### src/common/rv_core_pkg.sv
package rv_core_pkg;

    typedef logic [31:0] word_t;
    typedef logic [4:0]  reg_addr_t;

    // one-hot, all zero gives a zero result
    typedef logic [1:0]  alu_op_t;

    localparam int ALU_ADD = 0;
    localparam int ALU_LUI = 1;

    // rv32i major opcodes
    localparam logic [6:0] OPC_IMM_C  = 7'b0010011;
    localparam logic [6:0] OPC_CALC   = 7'b0110011;
    localparam logic [6:0] OPC_LUI    = 7'b0110111;
    localparam logic [6:0] OPC_AUIPC  = 7'b0010111;
    localparam logic [6:0] OPC_JAL    = 7'b1101111;
    localparam logic [6:0] OPC_SYSTEM = 7'b1110011;

    // unprivileged, secure, instruction access
    localparam logic [2:0] ARPROT_INST = 3'b100;
    localparam logic [1:0] RESP_OKAY   = 2'b00;

    typedef struct packed {
        word_t     alu_src1;
        word_t     alu_src2;
        reg_addr_t alu_des;
        alu_op_t   alu_op;
        logic      wen;
        logic      jump;
        logic      halt;
    } decode_t;

    typedef struct packed {
        word_t      araddr;
        logic [2:0] arprot;
    } axi_ar_t;

    typedef struct packed {
        word_t      rdata;
        logic [1:0] rresp;
    } axi_r_t;

    typedef enum logic [2:0] {
        F_IDLE,
        F_AR,
        F_R,
        F_EXEC,
        F_HALT
    } fetch_state_e;

endpackage

### src/idu/rv_idu.sv
module rv_idu (
    input  rv_core_pkg::word_t     inst,
    input  rv_core_pkg::word_t     pc,
    input  rv_core_pkg::word_t     reg_rdata1,
    input  rv_core_pkg::word_t     reg_rdata2,
    output rv_core_pkg::reg_addr_t reg_raddr1,
    output rv_core_pkg::reg_addr_t reg_raddr2,
    output rv_core_pkg::decode_t   dec
);
    import rv_core_pkg::*;

    // instruction fields
    logic [6:0] opcode;
    reg_addr_t  rs1;
    reg_addr_t  rs2;
    reg_addr_t  rd;
    logic [2:0] funct3;
    logic [6:0] funct7;

    logic is_addi;
    logic is_add;
    logic is_lui;
    logic is_auipc;
    logic is_jal;
    logic is_ebreak;

    word_t imm_i;
    word_t imm_u;
    word_t imm;

    logic src1_pc;
    logic src2_imm;
    logic use_rs1;
    logic use_rs2;

    assign opcode = inst[6:0];
    assign rd     = inst[11:7];
    assign funct3 = inst[14:12];
    assign rs1    = inst[19:15];
    assign rs2    = inst[24:20];
    assign funct7 = inst[31:25];

    assign is_addi   = (opcode == OPC_IMM_C) && (funct3 == 3'b000);
    assign is_add    = (opcode == OPC_CALC) && (funct3 == 3'b000) && (funct7 == 7'b0000000);
    assign is_lui    = (opcode == OPC_LUI);
    assign is_auipc  = (opcode == OPC_AUIPC);
    assign is_jal    = (opcode == OPC_JAL);
    // full match, ecall and csr ops fall through as unsupported
    assign is_ebreak = (opcode == OPC_SYSTEM) && (inst[31:7] == 25'h0002000);

    assign imm_i = {{20{inst[31]}}, inst[31:20]};
    assign imm_u = {inst[31:12], 12'b0};

    // i-type for addi, u-type for lui and auipc
    assign imm = is_addi ? imm_i : imm_u;

    assign src1_pc  = is_auipc || is_jal;
    assign src2_imm = is_addi || is_lui || is_auipc;

    // unused read ports park on x0
    assign use_rs1 = is_addi || is_add;
    assign use_rs2 = is_add;

    assign reg_raddr1 = use_rs1 ? rs1 : '0;
    assign reg_raddr2 = use_rs2 ? rs2 : '0;

    always_comb begin
        dec.alu_src1 = src1_pc ? pc : reg_rdata1;
        if (is_jal) begin
            // link value is pc + 4
            dec.alu_src2 = 32'd4;
        end else if (src2_imm) begin
            dec.alu_src2 = imm;
        end else begin
            dec.alu_src2 = reg_rdata2;
        end
        dec.alu_des          = rd;
        dec.alu_op           = '0;
        dec.alu_op[ALU_ADD]  = is_addi || is_add || is_auipc || is_jal;
        dec.alu_op[ALU_LUI]  = is_lui;
        dec.wen              = is_addi || is_add || is_lui || is_auipc || is_jal;
        dec.jump             = is_jal;
        dec.halt             = is_ebreak;
    end

endmodule

### src/ifu/rv_ifu.sv
module rv_ifu #(
    parameter rv_core_pkg::word_t RESET_PC = 32'h8000_0000
) (
    input  logic                 clk,
    input  logic                 rst_n,
    output rv_core_pkg::axi_ar_t ar,
    output logic                 arvalid,
    input  logic                 arready,
    input  rv_core_pkg::axi_r_t  r,
    input  logic                 rvalid,
    output logic                 rready,
    output rv_core_pkg::word_t   inst,
    output rv_core_pkg::word_t   pc,
    output logic                 exec,
    input  rv_core_pkg::word_t   next_pc,
    input  logic                 halt_req,
    output logic                 fetch_err
);
    import rv_core_pkg::*;

    fetch_state_e state;
    fetch_state_e state_nxt;
    word_t        pc_q;
    word_t        inst_q;
    logic         err_q;
    logic         r_fire;
    logic         r_bad;

    // rready is only high in F_R
    assign r_fire = rvalid && rready;
    assign r_bad  = (r.rresp != RESP_OKAY);

    always_comb begin
        state_nxt = state;
        unique case (state)
            F_IDLE: state_nxt = F_AR;
            F_AR: begin
                if (arready) begin
                    state_nxt = F_R;
                end
            end
            F_R: begin
                if (r_fire) begin
                    state_nxt = r_bad ? F_HALT : F_EXEC;
                end
            end
            F_EXEC: state_nxt = halt_req ? F_HALT : F_AR;
            F_HALT: state_nxt = F_HALT;
            default: state_nxt = F_IDLE;
        endcase
    end

    always_ff @(posedge clk or negedge rst_n) begin
        if (!rst_n) begin
            state <= F_IDLE;
            pc_q  <= RESET_PC;
            err_q <= 1'b0;
        end else begin
            state <= state_nxt;
            // pc only moves after EXEC so araddr holds during AR wait
            if (state == F_EXEC) begin
                pc_q <= next_pc;
            end
            if (r_fire && r_bad) begin
                err_q <= 1'b1;
            end
        end
    end

    always_ff @(posedge clk) begin
        if (r_fire && !r_bad) begin
            inst_q <= r.rdata;
        end
    end

    assign ar.araddr = pc_q;
    assign ar.arprot = ARPROT_INST;
    assign arvalid   = (state == F_AR);
    assign rready    = (state == F_R);
    assign exec      = (state == F_EXEC);
    assign inst      = inst_q;
    assign pc        = pc_q;
    assign fetch_err = err_q;

endmodule

### src/rtl/rv_core_top.sv
module rv_core_top #(
    parameter rv_core_pkg::word_t RESET_PC = 32'h8000_0000
) (
    input  logic                   clk,
    input  logic                   rst_n,
    output rv_core_pkg::axi_ar_t   ar,
    output logic                   arvalid,
    input  logic                   arready,
    input  rv_core_pkg::axi_r_t    r,
    input  logic                   rvalid,
    output logic                   rready,
    output logic                   commit_valid,
    output rv_core_pkg::word_t     commit_pc,
    output rv_core_pkg::reg_addr_t commit_rd,
    output rv_core_pkg::word_t     commit_data,
    output logic                   commit_wen,
    output logic                   halted,
    output logic                   fetch_err
);
    import rv_core_pkg::*;

    word_t     inst;
    word_t     pc;
    logic      exec;
    word_t     next_pc;
    logic      halt_req;
    reg_addr_t reg_raddr1;
    reg_addr_t reg_raddr2;
    word_t     reg_rdata1;
    word_t     reg_rdata2;
    decode_t   dec;
    logic      reg_we;
    reg_addr_t reg_waddr;
    word_t     reg_wdata;

    rv_ifu #(
        .RESET_PC (RESET_PC)
    ) u_ifu (
        .clk       (clk),
        .rst_n     (rst_n),
        .ar        (ar),
        .arvalid   (arvalid),
        .arready   (arready),
        .r         (r),
        .rvalid    (rvalid),
        .rready    (rready),
        .inst      (inst),
        .pc        (pc),
        .exec      (exec),
        .next_pc   (next_pc),
        .halt_req  (halt_req),
        .fetch_err (fetch_err)
    );

    rv_idu u_idu (
        .inst       (inst),
        .pc         (pc),
        .reg_rdata1 (reg_rdata1),
        .reg_rdata2 (reg_rdata2),
        .reg_raddr1 (reg_raddr1),
        .reg_raddr2 (reg_raddr2),
        .dec        (dec)
    );

    rv_regfile u_regfile (
        .clk    (clk),
        .rst_n  (rst_n),
        .raddr1 (reg_raddr1),
        .raddr2 (reg_raddr2),
        .rdata1 (reg_rdata1),
        .rdata2 (reg_rdata2),
        .we     (reg_we),
        .waddr  (reg_waddr),
        .wdata  (reg_wdata)
    );

    rv_exu u_exu (
        .clk          (clk),
        .rst_n        (rst_n),
        .dec          (dec),
        .inst         (inst),
        .pc           (pc),
        .exec         (exec),
        .fetch_err    (fetch_err),
        .reg_we       (reg_we),
        .reg_waddr    (reg_waddr),
        .reg_wdata    (reg_wdata),
        .next_pc      (next_pc),
        .halt_req     (halt_req),
        .commit_valid (commit_valid),
        .commit_pc    (commit_pc),
        .commit_rd    (commit_rd),
        .commit_data  (commit_data),
        .commit_wen   (commit_wen),
        .halted       (halted)
    );

endmodule

### src/rtl/rv_exu.sv
module rv_exu (
    input  logic                   clk,
    input  logic                   rst_n,
    input  rv_core_pkg::decode_t   dec,
    input  rv_core_pkg::word_t     inst,
    input  rv_core_pkg::word_t     pc,
    input  logic                   exec,
    input  logic                   fetch_err,
    output logic                   reg_we,
    output rv_core_pkg::reg_addr_t reg_waddr,
    output rv_core_pkg::word_t     reg_wdata,
    output rv_core_pkg::word_t     next_pc,
    output logic                   halt_req,
    output logic                   commit_valid,
    output rv_core_pkg::word_t     commit_pc,
    output rv_core_pkg::reg_addr_t commit_rd,
    output rv_core_pkg::word_t     commit_data,
    output logic                   commit_wen,
    output logic                   halted
);
    import rv_core_pkg::*;

    word_t alu_res;
    word_t imm_j;
    logic  halt_q;

    assign alu_res = ({32{dec.alu_op[ALU_ADD]}} & (dec.alu_src1 + dec.alu_src2)) |
                     ({32{dec.alu_op[ALU_LUI]}} & dec.alu_src2);

    // src2 carries the link constant, so the jump target comes from inst
    assign imm_j   = {{12{inst[31]}}, inst[19:12], inst[20], inst[30:21], 1'b0};
    assign next_pc = dec.jump ? (pc + imm_j) : (pc + 32'd4);

    assign reg_we    = exec && dec.wen;
    assign reg_waddr = dec.alu_des;
    assign reg_wdata = alu_res;
    assign halt_req  = exec && dec.halt;

    assign commit_valid = exec;
    assign commit_pc    = pc;
    assign commit_rd    = dec.alu_des;
    assign commit_data  = alu_res;
    assign commit_wen   = reg_we;

    always_ff @(posedge clk or negedge rst_n) begin
        if (!rst_n) begin
            halt_q <= 1'b0;
        end else if (halt_req) begin
            halt_q <= 1'b1;
        end
    end

    // halted rises together with fetch_err
    assign halted = halt_q || fetch_err;

endmodule

### src/rtl/rv_regfile.sv
module rv_regfile (
    input  logic                   clk,
    input  logic                   rst_n,
    input  rv_core_pkg::reg_addr_t raddr1,
    input  rv_core_pkg::reg_addr_t raddr2,
    output rv_core_pkg::word_t     rdata1,
    output rv_core_pkg::word_t     rdata2,
    input  logic                   we,
    input  rv_core_pkg::reg_addr_t waddr,
    input  rv_core_pkg::word_t     wdata
);
    import rv_core_pkg::*;

    word_t regs [32];

    always_ff @(posedge clk or negedge rst_n) begin
        if (!rst_n) begin
            for (int i = 0; i < 32; i++) begin
                regs[i] <= '0;
            end
        end else if (we && (waddr != '0)) begin
            regs[waddr] <= wdata;
        end
    end

    // x0 reads as zero
    assign rdata1 = (raddr1 == '0) ? '0 : regs[raddr1];
    assign rdata2 = (raddr2 == '0) ? '0 : regs[raddr2];

endmodule

### config.mk
export PLATFORM = sky130hd
export DESIGN_NAME = rv_core_top
export DESIGN_NICKNAME = d
export VERILOG_FILES = /design/src/common/rv_core_pkg.sv /design/src/idu/rv_idu.sv /design/src/ifu/rv_ifu.sv /design/src/rtl/rv_core_top.sv /design/src/rtl/rv_exu.sv /design/src/rtl/rv_regfile.sv
export SDC_FILE = /design/constraint.sdc
export NUM_CORES = 2
export LEC_CHECK = 0
export BUFFER_PORTS_ARGS = -buffer_cell sky130_fd_sc_hd__buf_2
export CAP_MARGIN = 20
export CORE_UTILIZATION = 51
export DETAILED_ROUTE_END_ITERATION = 16
export PLACE_DENSITY = 0.68
export SETUP_SLACK_MARGIN = 0.02
export SYNTH_ARGS = -nofsm -noshare
export SYNTH_HDL_FRONTEND = slang
export SYNTH_SLANG_ARGS = --single-unit
### constraint.sdc
create_clock -name clk -period 6.9 [get_ports clk]
set_input_delay 0.345 -clock clk [delete_from_list [all_inputs] [get_ports clk]]
set_output_delay 0.345 -clock clk [all_outputs]
set_load 0.05 [all_outputs]
== Word level (Yosys, flattened, before mapping) ==
Cells that the tools add are included.

* Output and inout port bits: 110
* Logic and storage cells: 116
* Bits in registers: 1093

* Reductions and logical operators: 30
* Add/subtract/negate cells: 3
* Eq/ne operators: 13
* Mux-type cells: 23
* Magnitude comparators: 4
* Bitwise operators: 6

{| class="wikitable"
|+ Operator list
! kind !! count
|-
| bitwise mux 1024 bit || 1
|-
| 2-to-1 mux 32 bit || 11
|-
| binary-select mux 32 bit (select 5 bit) || 2
|-
| demux 32 bit (select 5 bit) || 1
|-
| adder 32 bit || 2
|-
| bitwise AND 32 bit || 2
|-
| adder 32 x 3 -> 32 bit, second input constant || 1
|-
| bitwise OR 32 bit || 1
|-
| 2-to-1 mux 31 bit || 1
|-
| == test 25 x 14 -> 1 bit, second input constant || 1
|-
| greater-or-equal comparator 6 bit, second input constant || 3
|-
| inverter 5 -> 6 bit || 3
|-
| case mux 3 bit (5 select lines) || 1
|-
| == test 7 x 5 -> 1 bit, second input constant || 2
|-
| == test 7 x 6 -> 1 bit, second input constant || 2
|-
| == test 7 bit, second input constant || 2
|-
| 2-to-1 mux 3 bit || 4
|-
| logical AND 1 bit || 11
|-
| zero test 5 bit || 2
|-
| logical OR 1 bit || 10
|-
| 2-to-1 mux 5 bit || 2
|-
| zero test 7 bit || 1
|-
| == test 3 x 2 -> 1 bit, second input constant || 2
|-
| zero test 3 bit || 2
|-
| 9 further kinds || 9
|}

== Depth between registers and ports, before layout ==
* Depth after elaboration: 15
* Mapped depth: 27
* Mapped depth without buffers: 22

== Hierarchy ==
From an unflattened synthesis, not the netlist that was laid out.

* Cell total of the unflattened synthesis: 4618
* Area total of the unflattened synthesis: 63405.8 um2

{| class="wikitable"
|+ By module, submodules not included
! module !! cells an instance !! times used !! area each (um2) !! seq. area each (um2)
|-
| rv_regfile || 3513 || 1 || 54133.2 || 25624.6
|-
| rv_exu || 748 || 1 || 5043.6 || 25.0
|-
| rv_ifu || 167 || 1 || 2827.7 || 1863.0
|-
| rv_idu || 190 || 1 || 1401.3 || 0.0
|}

== Worst setup path before layout ==
Ideal clock, no wire load.

* Kind: reg2out
* Start: register u_ifu.inst_q[31], in the netlist u_ifu.inst[31]
* End: output port commit_data[20]
* Cell stages (with the launch flop): 24
* Setup slack: 1.170 ns
* Path buffers: 4
* Arrival time: 5.385 ns
* Cells stage by stage: edfxtp_1 > nor4_4 > and3_2 > nand3_2 > buf_2 > or2_2 > clkbuf_1 > clkbuf_1 > o221ai_1 > o21ai_0 > a22o_1 > ha_1 > fa_1 > a211o_1 > o211ai_1 > a21oi_1 > a31oi_1 > nand3_1 > a31oi_1 > o211ai_1 > xor2_1 > a22oi_1 > clkbuf_1 > inv_1

* Word-level cells in the longest chain between the ends: 13

{| class="wikitable"
|+ Ends and longest elaborated chain
! element !! RTL line !! text
|-
| start: declaration || rv_ifu.sv:24 || <nowiki>word_t inst_q;</nowiki>
|-
| start signal: assignment || rv_ifu.sv:72 || <nowiki>inst_q <= r.rdata;</nowiki>
|-
| zero test 7 bit || rv_idu.sv:44 || <nowiki>assign is_add = (opcode == OPC_CALC) && (funct3 == 3'b000) && (funct7 == 7'b0000000);</nowiki>
|-
| logical AND 1 bit || rv_idu.sv:44 ||
|-
| 2-to-1 mux 5 bit or logical OR 1 bit (tied branches) || rv_idu.sv:65, rv_idu.sv:61, rv_idu.sv:79 ||
|-
| inverter 5 -> 6 bit (implied by the code) or 2-to-1 mux 5 bit (tied branches) || rv_regfile.sv:28, rv_idu.sv:64 ||
|-
| binary-select mux 32 bit (select 5 bit) or inverter 5 -> 6 bit (tied branches) || rv_regfile.sv:28, rv_regfile.sv:27 ||
|-
| 2-to-1 mux 32 bit (implied by the code) or binary-select mux 32 bit (select 5 bit) (tied branches) || rv_regfile.sv:28, rv_regfile.sv:27 ||
|-
| 2-to-1 mux 32 bit, on equally long branches (2 in a row) || rv_regfile.sv:28, rv_regfile.sv:27 ||
|-
| 2-to-1 mux 32 bit, on equally long branches || rv_idu.sv:72, rv_regfile.sv:27 ||
|-
| 2-to-1 mux 32 bit, on equally long branches || rv_idu.sv:69, rv_idu.sv:68 ||
|-
| adder 32 bit || rv_exu.sv:27 || <nowiki>assign alu_res = ({32{dec.alu_op[ALU_ADD]}} & (dec.alu_src1 + dec.alu_src2)) |</nowiki>
|-
| bitwise AND 32 bit || rv_exu.sv:27 ||
|-
| bitwise OR 32 bit * || rv_exu.sv:27 ||
|-
| end: declaration || rv_core_top.sv:15 || <nowiki>output rv_core_pkg::word_t commit_data,</nowiki>
|}

Every way passes the cells marked *; elsewhere a longest branch is shown, timed or not. The select of a mux whose other input is x is not followed.

== Worst setup path in the final report ==
* Start: register u_ifu.inst_q[27], in the netlist u_ifu.inst[27]
* End: output port commit_data[31]

The elaborated chain is that of the path after synthesis.

==> flow_summary.json <==
{
  "clock_skew_ns": 0.0393,
  "grt_pass1_wl_um": 378000,
  "layout_common_cells": "nand2_1 (1764), dfrtp_1 (1059), o21ai_0 (940)",
  "final_cell_count_no_fill": 9256,
  "final_antenna_net_count": 0,
  "cts_sinks": 1092,
  "core_um2": 120000,
  "crit_buf_inv": 6,
  "crit_cells": 26,
  "startpoint_type": "register",
  "clock_path_buffers": 3,
  "cts.clk_slew.worst_paths_ns": 0.06,
  "seqPwrFrac_pct": 46.2,
  "synthFlopType": "dfrtp_1",
  "io_pins": 148,
  "slew_viol_final": 0,
  "via_per_inst": 6.63,
  "cp_slowest_cell": "edfxtp_1",
  "synth.distinct_cells": 97,
  "die-width_um": 350,
  "area_growth_pct": 15.5,
  "drive_gt1_share_pct": 13.8,
  "die_h_um": 350,
  "rsz0062_at_grt": "true",
  "critPathRequiredTime_ns": 6.55,
  "slew_headroom_pct": 17.7,
  "synth_edf_count": 32,
  "drcViolationCount": 0,
  "synthCells": 7549,
  "num_vias": 61400,
  "initial_core_util_pct": 51.5,
  "synth-xor-area-share_pct": 0.666,
  "grt.overflow.total": 0,
  "synth_fa_ha_area_share_pct": 1.32,
  "cts_tree": "built",
  "track_usage_pct": 41.4,
  "drt_pass1_iterations": 9,
  "crit-reg2reg-launch": "u_ifu.inst[27]$_DFFE_PP_",
  "cts_root_buffer": "clkbuf_16",
  "hold_violations": 0,
  "dp.cells": 8909,
  "pwr-share-comb_pct": 6.6,
  "place_area_um2": 65100,
  "ys_warn_count": 0,
  "status": "finished, violations left",
  "critPathTopFamily": "compound AO/OA/AOI/OAI gates",
  "synth_async_sr_flop_share_pct": 97.1,
  "wire_per_inst_um": 28.2,
  "dp_slack_ns": 0.0808,
  "cts_buffers": 118,
  "switching_share_pct": 25.4,
  "io_buffers": 142,
  "layout.nets": 7640,
  "cap_violations": 0,
  "worst_r2r_endpoint": "u_regfile.regs[991]$_DFFE_PN0P_",
  "pwr-share-clk_pct": 47.2,
  "ys_ff_latch": 1092,
  "fin_ws_ns": -0.0398,
  "wl_um": 261000,
  "final-setup-viol-count": 3,
  "post-dp-hpwl_um": 162000,
  "final_common_cell": "nand2_1",
  "power_leakage_nw": 30.4,
  "synth-compound-area-share_pct": 22.7,
  "drt-initial-drc-count": 9541,
  "period_minus_slack_ns": 6.94,
  "crit_type": "register to output pin",
  "critPathLaunch": "u_ifu.inst[27]$_DFFE_PP_",
  "crit_fanout": 28,
  "switchingPower_mw": 3.65,
  "nFillCells": 10600,
  "hp-class": "primary input to async pin",
  "fmax_mhz": 144,
  "yosys.area_share.simple_pct": 19.6,
  "synth_top_family_by_area": "compound AO/OA/AOI/OAI gates",
  "clock_latency_ns": 0.79,
  "die_area_um2": 123000,
  "syn_area_um2": 61800,
  "place_congestion": 1.05,
  "fin_crit_sh_pct": 101,
  "h-tree-depth": 3,
  "grt_max_degree": 168,
  "grt_pass1_vias": 57100,
  "utilization_pct": 59.5,
  "critical-path-max-stage-delay_ns": 0.42,
  "p_int_mw": 10.7,
  "violations": "negative setup slack",
  "synth.avg_cell_area_um2": 8.19,
  "cp-end-kind": "output pin",
  "synthMuxAreaShare_pct": 5.60,
  "worst_ep_arrival_time_ns": 6.59,
  "rr_worst_depth": 27,
  "synth-seq-area-share_pct": 44.5,
  "worst_pin_slew_ns": 1.23,
  "row_count": 127,
  "antenna_found_initial": 14,
  "r2r_slack_ns": 0.68,
  "final_area_um2": 71400,
  "ir_drop_mv": 0.267,
  "p_per_area_nw_per_um2": 201
}
## registers in the layout, summed over array words and instances, names as in the netlist
register,flops
u_exu.halt_q,1
u_ifu.inst,32
u_ifu.pc,31
u_ifu.fetch_err,1
u_regfile.regs,1024
u_ifu.state,3
## stage by stage
stage                     TNS, ns  hold WS [ns]  total power [mW]
final                      -0.109         0.188              14.3
after global routing      -0.0752         0.229              14.7
after CTS                       0         0.184              14.4
after detailed placement        0         0.374              7.64
after global placement          0         0.385              7.63
after floorplan                 0        0.0494              7.30
## logic make-up (layout without fill, tap and decap cells)
| logic type | after synthesis | in the layout |
|---|---|---|
| multiplexers | 313 | 313 |
| XOR/XNOR | 47 | 47 |
| AO/OA/AOI/OAI | 2344 | 2344 |
| other | 2 | 9 |
| flip-flops | 1092 | 1092 |
| buffers and inverters | 819 | 905 |
| AND/OR/NAND/NOR | 2868 | 2870 |
| adder cells (fa/ha/maj) | 64 | 64 |
## power by group through the flow
stage	registers (mW)	clock network, mW	logic (mW)
finish	6.63	6.77	0.947
global route	6.63	7.06	1.03
CTS	6.63	6.80	0.935
detailed placement	6.74	0	0.902
global placement	6.74	0	0.892
floorplan	6.77	0	0.530
## worst max path at each step
stage,to
floorplan,commit_data[20]
global placement,commit_data[31]
detailed placement,commit_data[31]
CTS,commit_data[30]
global route,commit_data[26]
finish,commit_data[31]
## worst reg2reg max path, stage by stage (launching register included)
cell	delay, ns
edfxtp_1	0.42
nor4_4	0.31
buf_6	0.18
a21bo_4	0.19
nand2_8	0.20
nor2_4	0.31
buf_12	0.22
buf_6	0.25
nand2_1	0.08
and3_1	0.19
a31oi_2	0.24
mux4_2	0.39
o21ai_1	0.12
nand2_1	0.11
ha_2	0.32
a21oi_1	0.22
o21ai_0	0.16
a2bb2oi_1	0.28
nand2_2	0.19
a311oi_4	0.38
buf_4	0.19
o31ai_1	0.07
a21o_1	0.21
xor2_2	0.16
a22oi_4	0.14
buf_4	0.18
buf_12	0.24
a21oi_1	0.10
## cell usage after synthesis (11+ instances only)
| master | count | area (µm²) |
|---|---|---|
| mux2_2 | 32 | 360 |
| xnor2_1 | 25 | 219 |
| mux2i_1 | 258 | 2580 |
| o221ai_1 | 19 | 166 |
| o21a_1 | 12 | 90.1 |
| a211o_1 | 22 | 193 |
| edfxtp_1 | 32 | 961 |
| a21oi_1 | 574 | 2870 |
| o21ai_0 | 957 | 4790 |
| o22ai_1 | 84 | 526 |
| nor2_1 | 382 | 1430 |
| a21oi_2 | 29 | 254 |
| xor2_1 | 22 | 193 |
| a221o_1 | 45 | 450 |
| a22oi_1 | 18 | 135 |
| nor2b_1 | 23 | 144 |
| dfrtp_1 | 1059 | 26500 |
| buf_1 | 38 | 143 |
| nor4_1 | 13 | 81.3 |
| a2111oi_0 | 12 | 105 |
| and3_1 | 60 | 375 |
| a22o_1 | 11 | 96.3 |
| nand3_1 | 382 | 1910 |
| nor3_1 | 54 | 270 |
| a21o_1 | 26 | 195 |
| o31ai_1 | 12 | 90.1 |
| a311oi_1 | 17 | 149 |
| nor2_2 | 16 | 100 |
| ha_1 | 62 | 776 |
| nand2b_1 | 11 | 68.8 |
| mux4_2 | 23 | 518 |
| nand2_1 | 1784 | 6700 |
| inv_1 | 64 | 240 |
| nand4_1 | 18 | 113 |
| a21boi_0 | 27 | 203 |
| clkbuf_1 | 524 | 1970 |
| a221oi_1 | 153 | 1340 |
| buf_4 | 48 | 360 |
| buf_2 | 134 | 671 |
| a211oi_1 | 37 | 278 |
| a31oi_1 | 83 | 519 |
| or3_1 | 69 | 432 |
| o211ai_1 | 151 | 1130 |
| o21ai_1 | 17 | 85.1 |
## routing by layer
metal  global-route usage (%)  wire length [µm]
met3                     14.9             38000
met1                     55.0             98400
met4                     22.3             16300
met2                     58.7            109000
met5                        0                68
## timing repair
item | CTS | global route
buffers inserted | 20 | 45
pin swaps | 12 | 41
cloned | 5 | 10
hold endpoints to repair | 104 | 0
setup endpoints to repair | 22 | 19
gates resized for setup | 66 | 118
hold buffers | 40 | 0
## layout make-up
class | instances | area [µm²] | share of cell area, %
clock inverters | 52 | 566 | 0.793
flip-flops and latches | 1092 | 27500 | 38.5
well taps | 1612 | 2020 | 2.83
repair buffers | 616 | 5670 | 7.95
multi-input cells | 5643 | 31800 | 44.5
inverters | 67 | 256 | 0.359
clock buffers | 170 | 3570 | 5.00
diodes | 4 | 10.0 | 0.0140
Power figures use the tool's default switching activity.
